`config.mk`:
```
export PLATFORM = sky130hd
export DESIGN_NAME = store_buffer_top
export DESIGN_NICKNAME = d
export VERILOG_FILES = /design/src/l1s_pkg.sv /design/src/stbuf_if.sv /design/src/store_request_decode.sv /design/src/store_entry_file.sv /design/src/store_issue_unit.sv /design/src/store_completion_unit.sv /design/src/store_buffer_top.sv
export VERILOG_INCLUDE_DIRS = /design/src
export SDC_FILE = /design/constraint.sdc
export NUM_CORES = 2
export LEC_CHECK = 0
export ABC_CLOCK_PERIOD_IN_PS = 66300
export BUFFER_PORTS_ARGS = -buffer_cell sky130_fd_sc_hd__buf_2
export CORE_ASPECT_RATIO = 0.8
export CORE_MARGIN = 2
export CORE_UTILIZATION = 25
export DETAILED_ROUTE_END_ITERATION = 7
export GPL_TIMING_DRIVEN = 0
export PLACE_DENSITY = 0.45
export SLEW_MARGIN = 40
export SYNTH_ARGS = -nofsm -noshare
export SYNTH_HDL_FRONTEND = slang
export SYNTH_SLANG_ARGS = --single-unit
```
`constraint.sdc`:
```
create_clock -name clk -period 66.3 [get_ports clk]
set_clock_uncertainty 0.15 [all_clocks]
set_input_delay 3.315 -clock clk [delete_from_list [all_inputs] [get_ports clk]]
set_output_delay 3.315 -clock clk [all_outputs]
set_load 0.01 [all_outputs]
```
`src/l1s_params.svh`:
```
/*
 Store buffer sizing. Strand count must stay a power of two,
 and the line must be a whole number of bytes.
*/
`ifndef L1S_PARAMS_SVH
`define L1S_PARAMS_SVH

// One store entry per hardware strand
`define L1S_NUM_STRANDS 4
`define L1S_STRAND_WIDTH 2

// Line address is {tag, set}
`define L1S_TAG_WIDTH 21
`define L1S_SET_WIDTH 5

`define L1S_LINE_BITS 512

// Unit number of the store buffer on the L2 buses
`define L1S_UNIT_WIDTH 2
`define L1S_STBUF_UNIT 2

`endif

```
`src/l1s_pkg.sv`:
```
/*
 Shared types of the L1 store buffer. Widths come from the params header.
*/
`default_nettype none

`include "l1s_params.svh"

package l1s_pkg;

	typedef logic [`L1S_STRAND_WIDTH-1:0] strand_id_t;
	typedef logic [`L1S_NUM_STRANDS-1:0] strand_vec_t;

	typedef logic [`L1S_TAG_WIDTH-1:0] tag_t;
	typedef logic [`L1S_SET_WIDTH-1:0] set_idx_t;

	// Tag in the upper bits, set in the lower bits
	typedef logic [`L1S_TAG_WIDTH+`L1S_SET_WIDTH-1:0] l2_addr_t;

	typedef logic [`L1S_LINE_BITS-1:0] line_data_t;

	// One enable per byte of the line
	typedef logic [`L1S_LINE_BITS/8-1:0] byte_mask_t;

	typedef logic [`L1S_UNIT_WIDTH-1:0] unit_id_t;

	// L2 request channel
	typedef enum logic
	{
		ISSUE_IDLE,
		ISSUE_WAIT_ACK
	} issue_state_t;

endpackage

`default_nettype wire

```
`src/stbuf_if.sv`:
```
/*
 Entry state and entry commands between the store buffer blocks.
 Every command here is a single-cycle strobe.
*/
`timescale 1ns/1ps
`default_nettype none

`include "l1s_params.svh"

interface stbuf_if import l1s_pkg::*; ();

	// Entry state, owned by the entry file
	strand_vec_t enqueued;
	strand_vec_t acknowledged;
	tag_t tag [`L1S_NUM_STRANDS];
	set_idx_t set [`L1S_NUM_STRANDS];
	line_data_t data [`L1S_NUM_STRANDS];
	byte_mask_t mask [`L1S_NUM_STRANDS];

	// Enqueue command from decode
	logic enq_en;
	strand_id_t enq_strand;
	tag_t enq_tag;
	set_idx_t enq_set;
	line_data_t enq_data;
	byte_mask_t enq_mask;
	// Write and completion hit the same strand together
	logic collision;

	// L2 accepted the request of ack_strand
	logic ack_en;
	strand_id_t ack_strand;

	// L2 finished the store of done_strand
	logic done_en;
	strand_id_t done_strand;

	modport entry_mp (
		output enqueued, acknowledged, tag, set, data, mask,
		input enq_en, enq_strand, enq_tag, enq_set, enq_data, enq_mask,
		input collision, ack_en, ack_strand, done_en, done_strand
	);

	modport decode_mp (
		input enqueued, tag, set, data, mask, done_en, done_strand,
		output enq_en, enq_strand, enq_tag, enq_set, enq_data, enq_mask, collision
	);

	modport issue_mp (
		input enqueued, acknowledged, tag, set, data, mask,
		output ack_en, ack_strand
	);

	modport complete_mp (
		input enqueued, set,
		output done_en, done_strand
	);

endinterface

`default_nettype wire

```
`src/store_request_decode.sv`:
```
/*
 Classifies pipeline accesses. A write to an occupied strand is dropped
 and flagged full, unless that entry completes in the same cycle.
*/
`timescale 1ns/1ps
`default_nettype none

`include "l1s_params.svh"

module store_request_decode import l1s_pkg::*; (
	input wire clk,
	input wire rst_n_i,

	input wire write_i,
	input wire tag_t tag_i,
	input wire set_idx_t set_i,
	input wire line_data_t data_i,
	input wire byte_mask_t mask_i,
	input wire strand_id_t strand_id_i,

	output line_data_t data_o,
	output byte_mask_t mask_o,
	output logic full_o,

	stbuf_if.decode_mp sb
);

	logic slot_busy;
	logic is_full;
	line_data_t raw_data;
	byte_mask_t raw_mask;

	// Slot frees up this cycle, so the new store takes it
	assign sb.collision = write_i && sb.done_en && (sb.done_strand == strand_id_i);

	assign slot_busy = sb.enqueued[strand_id_i];
	assign is_full = write_i && slot_busy && !sb.collision;

	assign sb.enq_en = write_i && (!slot_busy || sb.collision);
	assign sb.enq_strand = strand_id_i;
	assign sb.enq_tag = tag_i;
	assign sb.enq_set = set_i;
	assign sb.enq_data = data_i;
	assign sb.enq_mask = mask_i;

	// RAW bypass, only from the same strand
	always_comb
	begin
		raw_data = '0;
		raw_mask = '0;
		for (int j = 0; j < `L1S_NUM_STRANDS; j++)
		begin
			if (sb.enqueued[j] && sb.tag[j] == tag_i && sb.set[j] == set_i
				&& strand_id_t'(j) == strand_id_i)
			begin
				raw_data = sb.data[j];
				raw_mask = sb.mask[j];
			end
		end
	end

	always_ff @(posedge clk)
	begin
		if (!rst_n_i)
		begin
			data_o <= '0;
			mask_o <= '0;
			full_o <= 1'b0;
		end
		else
		begin
			data_o <= raw_data;
			mask_o <= raw_mask;
			full_o <= is_full;
		end
	end

endmodule

`default_nettype wire

```
`src/store_entry_file.sv`:
```
/*
 Four store entries, one per strand. Payload fields hold their
 value only while enqueued is set.
*/
`timescale 1ns/1ps
`default_nettype none

`include "l1s_params.svh"

module store_entry_file import l1s_pkg::*; (
	input wire clk,
	input wire rst_n_i,

	stbuf_if.entry_mp sb
);

	strand_vec_t enq_vec;
	strand_vec_t ack_vec;
	strand_vec_t done_vec;
	strand_vec_t retire_vec;

	assign enq_vec = sb.enq_en ? (strand_vec_t'(1) << sb.enq_strand) : '0;
	assign ack_vec = sb.ack_en ? (strand_vec_t'(1) << sb.ack_strand) : '0;
	assign done_vec = sb.done_en ? (strand_vec_t'(1) << sb.done_strand) : '0;

	// On a collision the entry stays valid and takes the new store
	assign retire_vec = sb.collision ? '0 : done_vec;

	always_ff @(posedge clk)
	begin
		if (!rst_n_i)
		begin
			sb.enqueued <= '0;
			sb.acknowledged <= '0;
		end
		else
		begin
			sb.enqueued <= (sb.enqueued & ~retire_vec) | enq_vec;
			sb.acknowledged <= (sb.acknowledged | ack_vec) & ~done_vec;
		end
	end

	always_ff @(posedge clk)
	begin
		if (sb.enq_en)
		begin
			sb.tag[sb.enq_strand] <= sb.enq_tag;
			sb.set[sb.enq_strand] <= sb.enq_set;
			sb.data[sb.enq_strand] <= sb.enq_data;
			sb.mask[sb.enq_strand] <= sb.enq_mask;
		end
	end

endmodule

`default_nettype wire

```
`src/store_issue_unit.sv`:
```
/*
 Sends pending stores to the L2 one at a time. Valid holds until ack,
 then one idle cycle passes before the next request.
*/
`timescale 1ns/1ps
`default_nettype none

`include "l1s_params.svh"

module store_issue_unit import l1s_pkg::*; (
	input wire clk,
	input wire rst_n_i,

	input wire pci_ack_i,
	output logic pci_valid_o,
	output strand_id_t pci_strand_o,
	output l2_addr_t pci_address_o,
	output line_data_t pci_data_o,
	output byte_mask_t pci_mask_o,

	stbuf_if.issue_mp sb
);

	issue_state_t state_q;
	strand_id_t issue_strand_q;
	strand_id_t last_grant_q;
	strand_vec_t req_vec;
	strand_id_t cand;
	strand_id_t grant_strand;
	logic grant_valid;

	// Pending and not yet taken by the L2
	assign req_vec = sb.enqueued & ~sb.acknowledged;

	// Rotating priority, search starts after the last granted strand
	always_comb
	begin
		grant_valid = 1'b0;
		grant_strand = last_grant_q;
		cand = last_grant_q;
		for (int off = 1; off <= `L1S_NUM_STRANDS; off++)
		begin
			cand = strand_id_t'(last_grant_q + off);
			if (!grant_valid && req_vec[cand])
			begin
				grant_valid = 1'b1;
				grant_strand = cand;
			end
		end
	end

	always_ff @(posedge clk)
	begin
		if (!rst_n_i)
		begin
			state_q <= ISSUE_IDLE;
			issue_strand_q <= '0;
			last_grant_q <= '1;
		end
		else
		begin
			case (state_q)
				ISSUE_IDLE:
				begin
					if (grant_valid)
					begin
						issue_strand_q <= grant_strand;
						last_grant_q <= grant_strand;
						state_q <= ISSUE_WAIT_ACK;
					end
				end
				ISSUE_WAIT_ACK:
				begin
					if (pci_ack_i)
						state_q <= ISSUE_IDLE;
				end
				default: state_q <= ISSUE_IDLE;
			endcase
		end
	end

	assign pci_valid_o = (state_q == ISSUE_WAIT_ACK);
	assign pci_strand_o = issue_strand_q;
	assign pci_address_o = {sb.tag[issue_strand_q], sb.set[issue_strand_q]};
	assign pci_data_o = sb.data[issue_strand_q];
	assign pci_mask_o = sb.mask[issue_strand_q];

	assign sb.ack_en = pci_valid_o && pci_ack_i;
	assign sb.ack_strand = issue_strand_q;

endmodule

`default_nettype wire

```
`src/store_completion_unit.sv`:
```
/*
 Retires entries on L2 completions and wakes strands that were
 suspended on a full slot. Other units on the bus are ignored.
*/
`timescale 1ns/1ps
`default_nettype none

`include "l1s_params.svh"

module store_completion_unit import l1s_pkg::*; (
	input wire clk,
	input wire rst_n_i,

	input wire cpi_valid_i,
	input wire unit_id_t cpi_unit_i,
	input wire strand_id_t cpi_strand_i,
	input wire cpi_update_i,

	output logic store_update_o,
	output set_idx_t store_update_set_o,
	output strand_vec_t resume_strands_o,

	// Full flag and the strand it belongs to, both one cycle late
	input wire full_o,
	input wire strand_id_t strand_id_i,

	stbuf_if.complete_mp sb
);

	strand_vec_t wait_q;
	strand_vec_t wait_now;
	strand_vec_t done_vec;

	assign sb.done_en = cpi_valid_i && (cpi_unit_i == unit_id_t'(`L1S_STBUF_UNIT))
		&& sb.enqueued[cpi_strand_i];
	assign sb.done_strand = cpi_strand_i;

	assign store_update_o = sb.done_en && cpi_update_i;
	assign store_update_set_o = sb.done_en ? sb.set[cpi_strand_i] : '0;

	assign done_vec = sb.done_en ? (strand_vec_t'(1) << cpi_strand_i) : '0;

	// A strand flagged this cycle counts as waiting already
	assign wait_now = wait_q | (full_o ? (strand_vec_t'(1) << strand_id_i) : '0);

	always_ff @(posedge clk)
	begin
		if (!rst_n_i)
		begin
			wait_q <= '0;
			resume_strands_o <= '0;
		end
		else
		begin
			wait_q <= wait_now & ~done_vec;
			resume_strands_o <= wait_now & done_vec;
		end
	end

endmodule

`default_nettype wire

```
`src/store_buffer_top.sv`:
```
/*
 Store buffer for four strands. The L2 side supplies the request
 op and way fields, and completion data is not consumed.
*/
`timescale 1ns/1ps
`default_nettype none

`include "l1s_params.svh"

module store_buffer_top import l1s_pkg::*; (
	input wire clk,
	input wire rst_n_i,

	// Pipeline access
	input wire write_i,
	input wire tag_t tag_i,
	input wire set_idx_t set_i,
	input wire line_data_t data_i,
	input wire byte_mask_t mask_i,
	input wire strand_id_t strand_id_i,

	// Bypass and suspend
	output line_data_t data_o,
	output byte_mask_t mask_o,
	output logic full_o,

	// L2 request
	output logic pci_valid_o,
	input wire pci_ack_i,
	output strand_id_t pci_strand_o,
	output l2_addr_t pci_address_o,
	output line_data_t pci_data_o,
	output byte_mask_t pci_mask_o,

	// L2 completion
	input wire cpi_valid_i,
	input wire unit_id_t cpi_unit_i,
	input wire strand_id_t cpi_strand_i,
	input wire cpi_update_i,

	output logic store_update_o,
	output set_idx_t store_update_set_o,
	output strand_vec_t resume_strands_o
);

	stbuf_if sb ();

	strand_id_t full_strand_q;

	// Lines up with full_o, which the decode registers
	always_ff @(posedge clk)
	begin
		full_strand_q <= strand_id_i;
	end

	store_request_decode i_decode (
		.clk (clk),
		.rst_n_i (rst_n_i),
		.write_i (write_i),
		.tag_i (tag_i),
		.set_i (set_i),
		.data_i (data_i),
		.mask_i (mask_i),
		.strand_id_i (strand_id_i),
		.data_o (data_o),
		.mask_o (mask_o),
		.full_o (full_o),
		.sb (sb.decode_mp)
	);

	store_entry_file i_entries (
		.clk (clk),
		.rst_n_i (rst_n_i),
		.sb (sb.entry_mp)
	);

	store_issue_unit i_issue (
		.clk (clk),
		.rst_n_i (rst_n_i),
		.pci_ack_i (pci_ack_i),
		.pci_valid_o (pci_valid_o),
		.pci_strand_o (pci_strand_o),
		.pci_address_o (pci_address_o),
		.pci_data_o (pci_data_o),
		.pci_mask_o (pci_mask_o),
		.sb (sb.issue_mp)
	);

	store_completion_unit i_complete (
		.clk (clk),
		.rst_n_i (rst_n_i),
		.cpi_valid_i (cpi_valid_i),
		.cpi_unit_i (cpi_unit_i),
		.cpi_strand_i (cpi_strand_i),
		.cpi_update_i (cpi_update_i),
		.store_update_o (store_update_o),
		.store_update_set_o (store_update_set_o),
		.resume_strands_o (resume_strands_o),
		.full_o (full_o),
		.strand_id_i (full_strand_q),
		.sb (sb.complete_mp)
	);

endmodule

`default_nettype wire

```
==> flow_summary.json <==
{
  "outcome": "finished clean",
  "synth_fp_nets": 7312,
  "std_cell_rows": 222,
  "ff2ff_path_depth": 32,
  "drv_slew": 0,
  "synth-async-reset-ratio": 0,
  "cts_buffers": 332,
  "fmax_mhz": 96.9,
  "end_kind": "flop",
  "ys_ff_latch": 3008,
  "fill_cells": 45000,
  "hold_end": "i_decode.data_o[354]",
  "drtPass1Iterations": 6,
  "die_h_microns": 611,
  "most-common-layout-cells": "edfxtp_1 (2408), buf_2 (2084), mux4_2 (609), o21ai_0 (602), dfxtp_1 (600)",
  "synth-edff-count": 2408,
  "hold_buffers": 0,
  "critPathSlowestCell": "nor3b_2",
  "finalNonFillerCells": 15700,
  "grt_pass1_vias": 79400,
  "worst_pin_slew_ps": 928,
  "wl_per_cell_microns": 34.3,
  "slew_headroom": 0.381,
  "dp_cells": 14900,
  "pin_count": 1806,
  "holdWs_ps": 312,
  "min_period_over_period": 0.156,
  "critical_path_arrival_ps": 10800,
  "post-dp-hpwl_microns": 412000,
  "cts_resized": 0,
  "cpMostUsedCell": "buf_4",
  "dr.first_iter.drc_count": 8292,
  "met2_length_microns": 261000,
  "area_growth_pct": 27.5,
  "vias": 80100,
  "gr-total-overflow": 0,
  "syn-cell-area_sq_mm": 0.115,
  "cts-root-buf": "clkbuf_16",
  "clock_path_buffers": 4,
  "placed_area_sq_mm": 0.135,
  "grt_max_degree": 57,
  "synth.distinct_cells": 40,
  "wl_met3_microns": 51300,
  "cp_slowest_stage_delay_ps": 380,
  "min_from": "i_entries.sb.data[354]",
  "h-tree-depth": 5,
  "design_power_total_mw": 4.58,
  "rrSetupSlack_ps": 58030,
  "r2r-end": "i_entries.sb.data[1301]",
  "cts_tree": "built",
  "ys_seq_area_frac": 0.732,
  "routed_wl_microns": 539000,
  "p_leak_nw": 50.6,
  "worst-setup-path-type": "primary input to flop",
  "hold_depth": 2,
  "syn_avg_cell_area_sq_um": 17.2,
  "grt_usage": 0.220,
  "core_area_sq_mm": 0.458,
  "final_common_cell": "edfxtp_1",
  "hold_viol_final": 0,
  "cts_setup_buffers": 0,
  "ys_warn_count": 0,
  "fin_setup_tns_ps": 0,
  "finalSetupViolations": 0,
  "nets": 9795,
  "crit_required_ps": 66780,
  "antenna_found_initial": 279,
  "maxUsedRoutingLayer": "met5",
  "rr_startpoint": "i_entries.sb.enqueued[3]",
  "grt_pass1_wl_microns": 710000,
  "clk_latency_ps": 980,
  "vdd_drop_max_v": 0.0000277,
  "fin_crit_ps": 10320,
  "die_x_microns": 763,
  "crit_fanout": 7,
  "max_cap_viol_count": 0,
  "port_buffers": 1804,
  "ant_nets": 0,
  "final_cell_area_sq_mm": 0.147,
  "drc": 0,
  "via_per_inst": 5.10,
  "gp_congestion": 0.890,
  "synthCells": 6698,
  "drive_gt1_frac": 0.379,
  "cts_sinks": 3008,
  "ys.flop_type": "edfxtp_1",
  "clk_pin_slew_ps": 60,
  "cp-start-kind": "primary input",
  "hold_class": "flop to flop",
  "rsz0062_at_grt": "no",
  "dieArea_sq_mm": 0.466,
  "m1WireLength_microns": 195000,
  "start_util": 0.251,
  "power-per-cell-area_mw_per_mm2": 31.2
}
==> routing by layer <==
layer / global-route usage / vias to the layer above
li1: - / 32600
met1: 0.256 / 42100
met2: 0.368 / 4290
met3: 0.0664 / 1072
met4: 0.113 / 110
met5: 0 / -
==> worst max-delay path, delay by kind of cell <==
family                 cells  cell delay (ps)
buffers and inverters     28             5880
AND/OR/NAND/NOR            3              860
multiplexers               1              350
AO/OA/AOI/OAI              1              310
==> registers in the layout (all words and copies together) (netlist names) <==
name and cells:
i_complete.wait_q 4, i_issue.pci_valid_o 1, i_entries.sb.set 20, full_strand_q 2, i_entries.sb.tag 84, i_entries.sb.data 2048, i_entries.sb.acknowledged 4, i_decode.data_o 512
i_issue.pci_strand_o 2, i_entries.sb.mask 256, i_decode.full_o 1, i_decode.mask_o 64, i_entries.sb.enqueued 4, i_issue.last_grant_q 2, i_complete.resume_strands_o 4
==> Yosys cell counts, types with 54 or more instances <==
cell type | instances | share of area
xor2_1 | 78 | 0.0059
buf_2 | 155 | 0.0067
edfxtp_1 | 2408 | 0.63
nand2_1 | 584 | 0.019
o21ai_0 | 603 | 0.026
clkbuf_2 | 54 | 0.0023
mux4_2 | 609 | 0.12
o21ai_1 | 560 | 0.024
clkbuf_1 | 232 | 0.0076
a221oi_1 | 576 | 0.044
buf_1 | 55 | 0.0018
dfxtp_1 | 600 | 0.10
==> where the power goes <==
part           total [mW]  leakage [nW]  switching (mW)  internal (mW)
sequential           2.12          26.9          0.0223           2.09
clock                1.91          5.43           0.808           1.10
combinational       0.560          18.2           0.362          0.198
==> per-stage QoR <==
step,setup WS [ps],util
5_1_grt,55760,0.320
6_report,55980,0.321
4_1_cts,56170,0.320
2_1_floorplan,15670,-
3_3_place_gp,-36360,0.288
3_5_place_dp,55110,0.295
==> how the worst max path moves through the flow <==
stage | start | end | slack [ps] | cells past startpoint
after detailed placement | cpi_strand_i[0] | i_entries.sb.data[1304] | 55110 | 33
after global routing | cpi_strand_i[1] | i_entries.sb.data[1301] | 55760 | 33
after CTS | cpi_strand_i[1] | i_entries.sb.data[1301] | 56170 | 33
final | cpi_strand_i[1] | i_entries.sb.data[1301] | 55980 | 33
after floorplan | cpi_strand_i[0] | i_entries.sb.enqueued[2] | 15670 | 7
after global placement | cpi_strand_i[0] | i_entries.sb.enqueued[1] | -36360 | 7
==> final cells by class <==
class / count / area (sq um) / share of cell area
sequential: 3008 / 84300 / 0.574
multi-input combinational: 3159 / 28500 / 0.194
timing repair buffer: 2149 / 12400 / 0.0844
clock buffer: 436 / 9030 / 0.0615
tap: 6048 / 7570 / 0.0515
buffer: 529 / 2530 / 0.0172
clock inverter: 177 / 2060 / 0.0141
antenna: 190 / 475 / 0.00324
inverter: 2 / 15.0 / 0.000102
==> cells by family after synthesis <==
logic type | Yosys count | synth area share
compound gates | 1759 | 0.0955
simple gates | 683 | 0.0240
xor+xnor | 108 | 0.00821
flops | 3008 | 0.732
buf+inv | 531 | 0.0210
mux | 609 | 0.119
(Power assumes the default switching activity.)
